==> src/rtl/rv32_pkg.sv <==
package rv32_pkg;

    localparam int unsigned xlen = 32;

    typedef logic [4:0] reg_addr_t;

    // Immediate layouts, selected by the decoder
    typedef enum logic [2:0] {
        imm_none,
        imm_i,
        imm_s,
        imm_b,
        imm_u,
        imm_j,
        imm_shamt
    } imm_fmt_e;

    // Same order as the funct3 field of OP and OP-IMM
    typedef enum logic [2:0] {
        alu_add_sub,
        alu_sll,
        alu_slt,
        alu_sltu,
        alu_xor,
        alu_srl_sra,
        alu_or,
        alu_and
    } alu_op_e;

    typedef enum logic [1:0] {
        src1_reg,
        src1_pc,
        src1_zero
    } alu_src1_e;

    typedef enum logic [1:0] {
        src2_reg,
        src2_imm,
        src2_four
    } alu_src2_e;

    typedef enum logic [1:0] {
        mem_byte,
        mem_half,
        mem_word
    } mem_width_e;

    // Condition on the ALU result
    typedef enum logic [1:0] {
        br_never,
        br_zero,
        br_non_zero,
        br_always
    } branch_op_e;

    typedef enum logic {
        br_pc_imm,
        br_pc_reg
    } branch_pc_src_e;

    localparam logic [6:0] op_lui      = 7'b0110111;
    localparam logic [6:0] op_auipc    = 7'b0010111;
    localparam logic [6:0] op_jal      = 7'b1101111;
    localparam logic [6:0] op_jalr     = 7'b1100111;
    localparam logic [6:0] op_branch   = 7'b1100011;
    localparam logic [6:0] op_load     = 7'b0000011;
    localparam logic [6:0] op_store    = 7'b0100011;
    localparam logic [6:0] op_imm      = 7'b0010011;
    localparam logic [6:0] op_reg      = 7'b0110011;
    localparam logic [6:0] op_misc_mem = 7'b0001111;

    localparam logic [2:0] f3_jalr = 3'b000;

    // Branches
    localparam logic [2:0] f3_beq  = 3'b000;
    localparam logic [2:0] f3_bne  = 3'b001;
    localparam logic [2:0] f3_blt  = 3'b100;
    localparam logic [2:0] f3_bge  = 3'b101;
    localparam logic [2:0] f3_bltu = 3'b110;
    localparam logic [2:0] f3_bgeu = 3'b111;

    // Loads and stores
    localparam logic [2:0] f3_lb  = 3'b000;
    localparam logic [2:0] f3_lh  = 3'b001;
    localparam logic [2:0] f3_lw  = 3'b010;
    localparam logic [2:0] f3_lbu = 3'b100;
    localparam logic [2:0] f3_lhu = 3'b101;
    localparam logic [2:0] f3_sb  = 3'b000;
    localparam logic [2:0] f3_sh  = 3'b001;
    localparam logic [2:0] f3_sw  = 3'b010;

    // ALU
    localparam logic [2:0] f3_add_sub = 3'b000;
    localparam logic [2:0] f3_sll     = 3'b001;
    localparam logic [2:0] f3_slt     = 3'b010;
    localparam logic [2:0] f3_sltu    = 3'b011;
    localparam logic [2:0] f3_xor     = 3'b100;
    localparam logic [2:0] f3_srl_sra = 3'b101;
    localparam logic [2:0] f3_or      = 3'b110;
    localparam logic [2:0] f3_and     = 3'b111;

    localparam logic [2:0] f3_fence   = 3'b000;
    localparam logic [2:0] f3_fence_i = 3'b001;

    localparam logic [6:0] f7_base = 7'b0000000;
    localparam logic [6:0] f7_alt  = 7'b0100000;

    typedef struct packed {
        logic           legal;
        imm_fmt_e       imm_fmt;
        alu_op_e        alu_op;
        logic           alu_sub_sra;
        alu_src1_e      alu_src1;
        alu_src2_e      alu_src2;
        logic           mem_read;
        logic           mem_write;
        mem_width_e     mem_width;
        logic           mem_zero_extend;
        logic           mem_fence;
        branch_op_e     branch_op;
        branch_pc_src_e branch_pc_src;
        logic           rd_write;
    } ctrl_t;

    typedef struct packed {
        logic [xlen-1:0] pc;
        logic [xlen-1:0] instr;
    } fetch_t;

    typedef struct packed {
        logic [xlen-1:0] pc;
        ctrl_t           ctrl;
        logic [xlen-1:0] imm;
        reg_addr_t       rs1;
        reg_addr_t       rs2;
        reg_addr_t       rd;
    } decode_t;

endpackage

==> src/rtl/rv32_pipe_reg.sv <==
`timescale 1ns/10ps

module rv32_pipe_reg #(
    parameter type payload_t = logic
) (
    input  logic     clk,
    input  logic     rst_n,

    input  logic     in_valid,
    output logic     in_ready,
    input  payload_t in_data,

    output logic     out_valid,
    input  logic     out_ready,
    output payload_t out_data
);
    logic     full;
    payload_t data_q;

    // Take a new item when empty or when the current one leaves this cycle
    assign in_ready = !full || out_ready;

    always_ff @(posedge clk or negedge rst_n) begin
        if (!rst_n) begin
            full <= 1'b0;
        end else if (in_ready) begin
            full <= in_valid;
        end
    end

    always_ff @(posedge clk) begin
        if (in_valid && in_ready) begin
            data_q <= in_data;
        end
    end

    assign out_valid = full;
    assign out_data  = data_q;
endmodule

==> src/rtl/rv32_control_unit.sv <==
`timescale 1ns/10ps

module rv32_control_unit (
    input  logic [rv32_pkg::xlen-1:0] instr,
    output rv32_pkg::ctrl_t           ctrl
);
    import rv32_pkg::*;

    logic [6:0] opcode;
    logic [2:0] funct3;
    logic [6:0] funct7;

    assign opcode = instr[6:0];
    assign funct3 = instr[14:12];
    assign funct7 = instr[31:25];

    always_comb begin
        ctrl = '0;

        case (opcode)
            op_lui: begin
                ctrl.legal    = 1'b1;
                ctrl.imm_fmt  = imm_u;
                ctrl.alu_src1 = src1_zero;
                ctrl.alu_src2 = src2_imm;
                ctrl.rd_write = 1'b1;
            end
            op_auipc: begin
                ctrl.legal    = 1'b1;
                ctrl.imm_fmt  = imm_u;
                ctrl.alu_src1 = src1_pc;
                ctrl.alu_src2 = src2_imm;
                ctrl.rd_write = 1'b1;
            end
            // Jumps write the link address pc + 4 through the ALU
            op_jal: begin
                ctrl.legal         = 1'b1;
                ctrl.imm_fmt       = imm_j;
                ctrl.alu_src1      = src1_pc;
                ctrl.alu_src2      = src2_four;
                ctrl.branch_op     = br_always;
                ctrl.branch_pc_src = br_pc_imm;
                ctrl.rd_write      = 1'b1;
            end
            op_jalr: begin
                ctrl.legal         = (funct3 == f3_jalr);
                ctrl.imm_fmt       = imm_i;
                ctrl.alu_src1      = src1_pc;
                ctrl.alu_src2      = src2_four;
                ctrl.branch_op     = br_always;
                ctrl.branch_pc_src = br_pc_reg;
                ctrl.rd_write      = 1'b1;
            end
            op_branch: begin
                ctrl.legal         = 1'b1;
                ctrl.imm_fmt       = imm_b;
                ctrl.alu_sub_sra   = 1'b1;
                ctrl.alu_src1      = src1_reg;
                ctrl.alu_src2      = src2_reg;
                ctrl.branch_pc_src = br_pc_imm;
                case (funct3)
                    f3_beq: begin
                        ctrl.alu_op    = alu_add_sub;
                        ctrl.branch_op = br_zero;
                    end
                    f3_bne: begin
                        ctrl.alu_op    = alu_add_sub;
                        ctrl.branch_op = br_non_zero;
                    end
                    f3_blt: begin
                        ctrl.alu_op    = alu_slt;
                        ctrl.branch_op = br_non_zero;
                    end
                    f3_bge: begin
                        ctrl.alu_op    = alu_slt;
                        ctrl.branch_op = br_zero;
                    end
                    f3_bltu: begin
                        ctrl.alu_op    = alu_sltu;
                        ctrl.branch_op = br_non_zero;
                    end
                    f3_bgeu: begin
                        ctrl.alu_op    = alu_sltu;
                        ctrl.branch_op = br_zero;
                    end
                    default: ctrl.legal = 1'b0;
                endcase
            end
            // Address is rs1 + imm for loads and stores
            op_load: begin
                ctrl.legal    = 1'b1;
                ctrl.imm_fmt  = imm_i;
                ctrl.alu_src1 = src1_reg;
                ctrl.alu_src2 = src2_imm;
                ctrl.mem_read = 1'b1;
                ctrl.rd_write = 1'b1;
                case (funct3)
                    f3_lb:  ctrl.mem_width = mem_byte;
                    f3_lh:  ctrl.mem_width = mem_half;
                    f3_lw:  ctrl.mem_width = mem_word;
                    f3_lbu: begin
                        ctrl.mem_width       = mem_byte;
                        ctrl.mem_zero_extend = 1'b1;
                    end
                    f3_lhu: begin
                        ctrl.mem_width       = mem_half;
                        ctrl.mem_zero_extend = 1'b1;
                    end
                    default: ctrl.legal = 1'b0;
                endcase
            end
            op_store: begin
                ctrl.legal     = 1'b1;
                ctrl.imm_fmt   = imm_s;
                ctrl.alu_src1  = src1_reg;
                ctrl.alu_src2  = src2_imm;
                ctrl.mem_write = 1'b1;
                case (funct3)
                    f3_sb:   ctrl.mem_width = mem_byte;
                    f3_sh:   ctrl.mem_width = mem_half;
                    f3_sw:   ctrl.mem_width = mem_word;
                    default: ctrl.legal = 1'b0;
                endcase
            end
            op_imm: begin
                ctrl.legal    = 1'b1;
                ctrl.imm_fmt  = imm_i;
                ctrl.alu_src1 = src1_reg;
                ctrl.alu_src2 = src2_imm;
                ctrl.rd_write = 1'b1;
                case (funct3)
                    f3_add_sub: ctrl.alu_op = alu_add_sub;
                    f3_slt: begin
                        ctrl.alu_op      = alu_slt;
                        ctrl.alu_sub_sra = 1'b1;
                    end
                    f3_sltu: begin
                        ctrl.alu_op      = alu_sltu;
                        ctrl.alu_sub_sra = 1'b1;
                    end
                    f3_xor: ctrl.alu_op = alu_xor;
                    f3_or:  ctrl.alu_op = alu_or;
                    f3_and: ctrl.alu_op = alu_and;
                    // Shift amount sits in the low imm bits, funct7 above it
                    f3_sll: begin
                        ctrl.legal   = (funct7 == f7_base);
                        ctrl.imm_fmt = imm_shamt;
                        ctrl.alu_op  = alu_sll;
                    end
                    f3_srl_sra: begin
                        ctrl.legal       = (funct7 == f7_base) || (funct7 == f7_alt);
                        ctrl.imm_fmt     = imm_shamt;
                        ctrl.alu_op      = alu_srl_sra;
                        ctrl.alu_sub_sra = (funct7 == f7_alt);
                    end
                    default: ctrl.legal = 1'b0;
                endcase
            end
            op_reg: begin
                ctrl.legal    = (funct7 == f7_base);
                ctrl.alu_src1 = src1_reg;
                ctrl.alu_src2 = src2_reg;
                ctrl.rd_write = 1'b1;
                case (funct3)
                    f3_add_sub: begin
                        ctrl.legal       = (funct7 == f7_base) || (funct7 == f7_alt);
                        ctrl.alu_op      = alu_add_sub;
                        ctrl.alu_sub_sra = (funct7 == f7_alt);
                    end
                    f3_sll: ctrl.alu_op = alu_sll;
                    f3_slt: begin
                        ctrl.alu_op      = alu_slt;
                        ctrl.alu_sub_sra = 1'b1;
                    end
                    f3_sltu: begin
                        ctrl.alu_op      = alu_sltu;
                        ctrl.alu_sub_sra = 1'b1;
                    end
                    f3_xor: ctrl.alu_op = alu_xor;
                    f3_srl_sra: begin
                        ctrl.legal       = (funct7 == f7_base) || (funct7 == f7_alt);
                        ctrl.alu_op      = alu_srl_sra;
                        ctrl.alu_sub_sra = (funct7 == f7_alt);
                    end
                    f3_or:   ctrl.alu_op = alu_or;
                    f3_and:  ctrl.alu_op = alu_and;
                    default: ctrl.legal = 1'b0;
                endcase
            end
            op_misc_mem: begin
                case (funct3)
                    f3_fence: ctrl.legal = 1'b1;
                    // FENCE.I has all other fields reserved as zero
                    f3_fence_i: begin
                        ctrl.legal     = (instr[31:15] == '0) && (instr[11:7] == '0);
                        ctrl.mem_fence = 1'b1;
                    end
                    default: ctrl.legal = 1'b0;
                endcase
            end
            default: ctrl.legal = 1'b0;
        endcase

        // Nothing but zeros for an unknown encoding
        if (!ctrl.legal) begin
            ctrl = '0;
        end
    end
endmodule

==> src/rtl/rv32_imm_gen.sv <==
`timescale 1ns/10ps

module rv32_imm_gen (
    input  logic [rv32_pkg::xlen-1:0] instr,
    input  rv32_pkg::imm_fmt_e        imm_fmt,
    output logic [rv32_pkg::xlen-1:0] imm
);
    import rv32_pkg::*;

    logic sign;

    assign sign = instr[31];

    always_comb begin
        case (imm_fmt)
            imm_i: begin
                imm = {{20{sign}}, instr[31:20]};
            end
            imm_s: begin
                imm = {{20{sign}}, instr[31:25], instr[11:7]};
            end
            // Branch and jump offsets are in halfwords
            imm_b: begin
                imm = {{19{sign}}, instr[31], instr[7], instr[30:25], instr[11:8], 1'b0};
            end
            imm_u: begin
                imm = {instr[31:12], 12'b0};
            end
            imm_j: begin
                imm = {{11{sign}}, instr[31], instr[19:12], instr[20], instr[30:21], 1'b0};
            end
            imm_shamt: begin
                imm = {27'b0, instr[24:20]};
            end
            default: begin
                imm = '0;
            end
        endcase
    end
endmodule

==> src/rtl/rv32_decode_stage.sv <==
`timescale 1ns/10ps

module rv32_decode_stage (
    input  logic              clk,
    input  logic              rst_n,

    input  logic              in_valid,
    output logic              in_ready,
    input  rv32_pkg::fetch_t  in_data,

    output logic              out_valid,
    input  logic              out_ready,
    output rv32_pkg::decode_t out_data
);
    import rv32_pkg::*;

    fetch_t          fetch_q;
    logic            fetch_valid;
    logic            fetch_ready;
    ctrl_t           ctrl;
    logic [xlen-1:0] imm;
    decode_t         decoded;

    rv32_pipe_reg #(
        .payload_t (fetch_t)
    ) u_fetch_reg (
        .clk       (clk),
        .rst_n     (rst_n),
        .in_valid  (in_valid),
        .in_ready  (in_ready),
        .in_data   (in_data),
        .out_valid (fetch_valid),
        .out_ready (fetch_ready),
        .out_data  (fetch_q)
    );

    rv32_control_unit u_control (
        .instr (fetch_q.instr),
        .ctrl  (ctrl)
    );

    rv32_imm_gen u_imm_gen (
        .instr   (fetch_q.instr),
        .imm_fmt (ctrl.imm_fmt),
        .imm     (imm)
    );

    // Register fields sit at fixed positions in every format
    assign decoded.pc   = fetch_q.pc;
    assign decoded.ctrl = ctrl;
    assign decoded.imm  = imm;
    assign decoded.rs1  = fetch_q.instr[19:15];
    assign decoded.rs2  = fetch_q.instr[24:20];
    assign decoded.rd   = fetch_q.instr[11:7];

    rv32_pipe_reg #(
        .payload_t (decode_t)
    ) u_decode_reg (
        .clk       (clk),
        .rst_n     (rst_n),
        .in_valid  (fetch_valid),
        .in_ready  (fetch_ready),
        .in_data   (decoded),
        .out_valid (out_valid),
        .out_ready (out_ready),
        .out_data  (out_data)
    );
endmodule

==> config.mk <==
export PLATFORM = sky130hd
export DESIGN_NAME = rv32_decode_stage
export DESIGN_NICKNAME = d
export VERILOG_FILES = /design/src/rtl/rv32_pkg.sv /design/src/rtl/rv32_pipe_reg.sv /design/src/rtl/rv32_control_unit.sv /design/src/rtl/rv32_imm_gen.sv /design/src/rtl/rv32_decode_stage.sv
export SDC_FILE = /design/constraint.sdc
export NUM_CORES = 1
export LEC_CHECK = 0
export ABC_AREA = 1
export BUFFER_PORTS_ARGS = -buffer_cell sky130_fd_sc_hd__buf_2
export CORE_MARGIN = 1
export CORE_UTILIZATION = 45
export DETAILED_ROUTE_END_ITERATION = 7
export PLACE_DENSITY = 0.81
export SYNTH_ARGS = -nofsm -noshare
export SYNTH_HDL_FRONTEND = slang
export SYNTH_SLANG_ARGS = --single-unit
==> constraint.sdc <==
create_clock -name clk -period 18.35 [get_ports clk]
set_input_delay 3.67 -clock clk [delete_from_list [all_inputs] [get_ports clk]]
set_output_delay 3.67 -clock clk [all_outputs]
set_load 0.1 [all_outputs]
# Word-level counts from Yosys, hierarchy flattened
# Cells that the tools add are included.
[word_totals] reg_bits=167 output_inout_bits=103
[op_classes] eq_ne=24 n_mux=28 reduce_logical=30
[op_table] cell="32-bit case mux with 6 select lines" n=1
[op_table] cell="7-bit by 6-bit equality test with 1-bit output (second input constant)" n=4
[op_table] cell="3-bit case mux with 8 select lines" n=1
[op_table] cell="22-bit 2-to-1 mux" n=1
[op_table] cell="3-bit equality test (second input constant)" n=7
[op_table] cell="7-bit equality test (second input constant)" n=3
[op_table] cell="2-bit case mux with 2 select lines" n=5
[op_table] cell="3-bit case mux with 6 select lines" n=1
[op_table] cell="17-bit zero test" n=1
[op_table] cell="4-bit case mux with 4 select lines" n=1
[op_table] cell="2-bit OR reduction" n=8
[op_table] cell="3-bit OR reduction" n=5
[op_table] cell="7-bit by 5-bit equality test with 1-bit output (second input constant)" n=2
[op_table] cell="3-bit by 2-bit equality test with 1-bit output (second input constant)" n=4
[op_table] cell="4-bit case mux with 3 select lines" n=1
[op_table] cell="1-bit 2-to-1 mux" n=11
[op_table] cell="3-bit case mux with 3 select lines" n=1
[op_table] cell="1-bit case mux with 8 select lines" n=1
[op_table] cell="4-bit case mux with 2 select lines" n=1
[op_table] cell="7-bit by 2-bit equality test with 1-bit output (second input constant)" n=1
[op_table] cell="7-bit by 4-bit equality test with 1-bit output (second input constant)" n=1
[op_table] cell="7-bit zero test" n=1
[op_table] cell="7-bit OR reduction" n=1
[op_table] cell="3-bit by 1-bit equality test with 1-bit output (second input constant)" n=2
[op_table] cell="9 further kinds" n=17

# Depth between registers and ports, before layout
[depth] ltp_word=7 mapped_depth=16 ltp_nobuf=14

# By module
# From an unflattened synthesis, not the netlist that was laid out.
[hier_totals] hier_cells=445 area_unflattened_um2=6296.0
[by_module_without_submodules] module="rv32_pipe_reg at u_decode_reg" n_inst=1 cells_each=107 area_each_um2=3078.0 seq_area_each_um2=3057.9
[by_module_without_submodules] module="rv32_pipe_reg at u_fetch_reg" n_inst=1 cells_each=70 area_each_um2=1966.9 seq_area_each_um2=1946.9
[by_module_without_submodules] module="rv32_control_unit" n_inst=1 cells_each=171 area_each_um2=790.8 seq_area_each_um2=0.0
[by_module_without_submodules] module="rv32_imm_gen" n_inst=1 cells_each=97 area_each_um2=460.4 seq_area_each_um2=0.0

# Worst setup path after synthesis
# No wires, ideal clock.
[synth_timing] path_kind="input to register" from="input port out_ready" to="register u_decode_reg.data_q (netlist bit u_decode_reg.out_data[0]) (enable)" setup_ns=0.593 arrival_time_ns=8.584 path_slack_ns=9.173 path_stages=2 n_path_buf=0 cell_sequence="inv_1 a21oi_1"
[synth_between] elab_chain_cells=2
[synth_lines] item="from (decl)" line_no="rv32_decode_stage.sv:12" text="input logic out_ready,"
[synth_lines] item="1-bit logical OR" line_no="rv32_pipe_reg.sv:21" text="assign in_ready = !full || out_ready;"
[synth_lines] item="1-bit logical AND" line_no="rv32_pipe_reg.sv:32" text="if (in_valid && in_ready) begin"
[synth_lines] item="to (signal assigned)" line_no="rv32_pipe_reg.sv:33" text="data_q <= in_data;"
[synth_lines] item="to (decl)" line_no="rv32_pipe_reg.sv:18" text="payload_t data_q;"
# No other way between the ends.
# A chain may end at the register's enable or synchronous reset.

# Worst setup path after layout
[layout_timing] from="input port out_ready" to="output port in_ready"
[layout_between] elab_chain_cells=2
[layout_lines] item="1-bit logical OR (2 in a row)" line_no="rv32_pipe_reg.sv:21"
[layout_lines] item="to (decl)" line_no="rv32_decode_stage.sv:8" text="output logic in_ready,"
# No other way between the ends.

==> results.yml <==
placed_design:
  gp_congestion: 0.853
  port-buffer-count: 170
  hpwl_mm: 9.31
  placedCellCount: 791
  dpl_worst_slack_ns: 10.30
timing:
  grt_setup_unrepaired: "no"
  highest_clock_rate_ghz: 0.124
  fin_tns_setup_ns: 0
  timing.clock.skew_ns: 0.0100
  whs_ns: 0.415
  setup_viol: 0
  min_period_ns: 8.05
  hold_violations: 0
  final.setup.worst_slack_ns: 10.30
  tightestPinTransition_ns: 1.26
  relSlewSlack_pct: 16.0
  period_utilization_pct: 43.9
  final_max_slew_viols: 0
critical_path:
  worst-endpoint-required_ns: 14.68
  cp_common_cell: "sky130_fd_sc_hd__buf_2"
  critical_path.endpoint_type: "output port"
  largest_stage_delay_on_the_critical_path_ns: 0.44
  timing.critical_path.arrival_ns: 4.38
  worst_path_max_delay_cell: "sky130_fd_sc_hd__buf_2"
  path_max_fanout: 3
  cp-start-kind: "input pin"
  timing_worst_setup_path_type: "in2out"
  crit_path_cell_trace: "buf_2 > inv_1 > nand3_1 > buf_2"
clocking:
  clk_pin_slew_ns: 0.06
  post-cts-setup-buffer-count: 0
  postCtsResizedCells: 0
  cts_max_path_buffers: 2
  cts_tree: "done"
  cell_at_the_root_of_the_clock_tree: "sky130_fd_sc_hd__clkbuf_16"
  holdBufCountCts: 0
  ctsHtreeMaxLevel: 4
  clock_insertion_delay_worst_skew_ns: 0.42
  cts-buffers-inserted: 17
  clock-sinks: 167
yosys:
  synth-seq-area-share_pct: 79.0
  ys_ff_latch: 167
  count_of_unique_library_cells_instantiated_by_yosys: 29
  post_synth.cell_area_avg_um2: 14.0
  syn_area_mm2: 0.00633
  postSynthNetCount: 519
  postSynthCellCount: 451
  synth_warnings: 0
finish:
  syn_to_final_growth_pct: 25.5
  fin_nets: 702
  antenna_diodes: 0
  area_taken_by_multi_input_logic_gates_mm2: 0.00106
  layout.area.seq_mm2: 0.00500
  post_layout_instance_count_excluding_filler_cells: 823
  drive_gt1_share_pct: 34.9
  fillers: 1055
global_routing:
  groute.usage.overall_pct: 19.2
  grt_first_pass_wirelength_mm: 20.4
  via_count_of_the_first_global_routing_pass: 3974
  grt_start_max_net_pins: 102
  grt.overflow.total: 0
  antenna_found_initial: 0
detailed_routing:
  vias: 3963
  drtIter0Drc: 336
  drt.antenna.violating_nets: 0
  drt_pre_antenna_iters: 4
  final_wl_mm: 13.1
  post-route-drc-count: 0
  avgRoutedWirePerCell_um: 15.9
  route.detailed.vias_per_inst: 4.82
floorplanning:
  ioPinCount: 171
  core.rowCount: 42
  die_h_um: 121
  floorplan.initialDensity_pct: 46.9
  die-area_mm2: 0.0146
  die-width_um: 121
  coreArea_mm2: 0.0135
power_and_ir_drop:
  p_switching_uw: 342
  internal_power_uw: 685
  leakage_nw: 3.45
  p_clk_share_pct: 33.2
  netSwitchingFraction_pct: 33.3
  power.density_cell_area_mw_per_mm2: 129
  sequentialPowerShare_pct: 46.1
  max-vdd-ir-drop_v: 0.000131
  comb_power_share_pct: 20.7
run:
  drv_cap: 0
outcome:
  status: "finished clean"
worst_hold_path:
  hold_class: "reg2reg"
layout by cell type (no fill, tap or decap), types with 6 or more instances in the layout:
master	synthesis	routed
sky130_fd_sc_hd__o21ai_0	10	10
sky130_fd_sc_hd__a21oi_1	16	15
sky130_fd_sc_hd__inv_1	51	50
sky130_fd_sc_hd__a211oi_1	12	12
sky130_fd_sc_hd__clkbuf_16	0	17
sky130_fd_sc_hd__edfxtp_1	165	165
sky130_fd_sc_hd__nor2_1	31	31
sky130_fd_sc_hd__nand3_1	25	25
sky130_fd_sc_hd__nand2_1	87	87
sky130_fd_sc_hd__buf_2	2	170
sky130_fd_sc_hd__nand2_2	8	8
sky130_fd_sc_hd__nor3_1	6	6
sky130_fd_sc_hd__inv_2	7	8
flip-flops by register name, indices dropped and copies added, names as in the netlist:
signal,cells
u_decode_reg.out_data,101
u_fetch_reg.out_data,64
u_decode_reg.out_valid,1
u_fetch_reg.out_valid,1
area by class of cell:
type | instances | area share (%)
repair buffers | 172 | 10.9
well taps | 176 | 2.77
multi-input cells | 217 | 13.4
inverters | 59 | 2.79
clock buffers | 22 | 5.59
clock inverters | 10 | 1.59
flip-flops and latches | 167 | 63.0
power groups by stage:
stage	registers [mW]	logic [mW]	clock network (mW)
floorplan	0.638	0.0229	0
global placement	0.481	0.212	0
detailed placement	0.482	0.213	0
CTS	0.474	0.214	0.347
global route	0.477	0.219	0.360
finish	0.474	0.212	0.341
Yosys cell counts, drive strengths merged:
master,n,share of area (%)
a211oi,12,1.4
a21boi,5,0.59
a21oi,16,1.3
a31oi,1,0.099
a32o,1,0.16
buf,5,0.69
clkbuf,3,0.18
clkinv,1,0.059
dfrtp,2,0.79
edfxtp,165,78
inv,58,3.4
nand2,96,6.1
nand3,28,2.4
nand4,3,0.40
nor2,35,2.4
nor3,7,0.63
o21ai,11,0.87
o22ai,1,0.099
o31ai,1,0.12
metrics by stage:
step | util (%) | total power [mW] | area, um2
after global placement | 54.6 | 0.693 | 7380
after detailed placement | 54.6 | 0.695 | 7380
final | 58.8 | 1.03 | 7950
after CTS | 58.8 | 1.03 | 7950
after floorplan | - | 0.661 | 6330
after global routing | 58.8 | 1.06 | 7950
kinds of logic after synthesis:
kind of cell / synth area share, %
simple gates: 12.0
flops: 79.0
buf+inv: 4.37
compound gates: 4.62
layer usage:
layer	up-vias	wire length (um)	global-route usage (%)
met4	0	272	8.41
met3	24	1180	7.64
met5	-	0	0
met2	170	6300	31.1
li1	1949	-	-
met1	1820	5340	22.7
final timing paths:
check	depth (start not counted)	from	to	slack, ns
hold reg to reg	0	u_fetch_reg.out_data[59]	u_decode_reg.out_data[96]	0.41
max in group asynchronous	1	rst_n	u_decode_reg.out_valid	15.23
min in group asynchronous	1	rst_n	u_fetch_reg.out_valid	3.02
setup / recovery	4	out_ready	in_ready	10.30
setup reg to reg	10	u_fetch_reg.out_data[4]	u_decode_reg.out_data[27]	15.36
hold / removal	0	u_fetch_reg.out_data[59]	u_decode_reg.out_data[96]	0.41
critical path: cells and delay by family:
family                 cells  cell delay, ns
buffers and inverters      3            0.60
and+or+nand+nor            1            0.11
No activity file was read; power rests on OpenSTA's default activity.
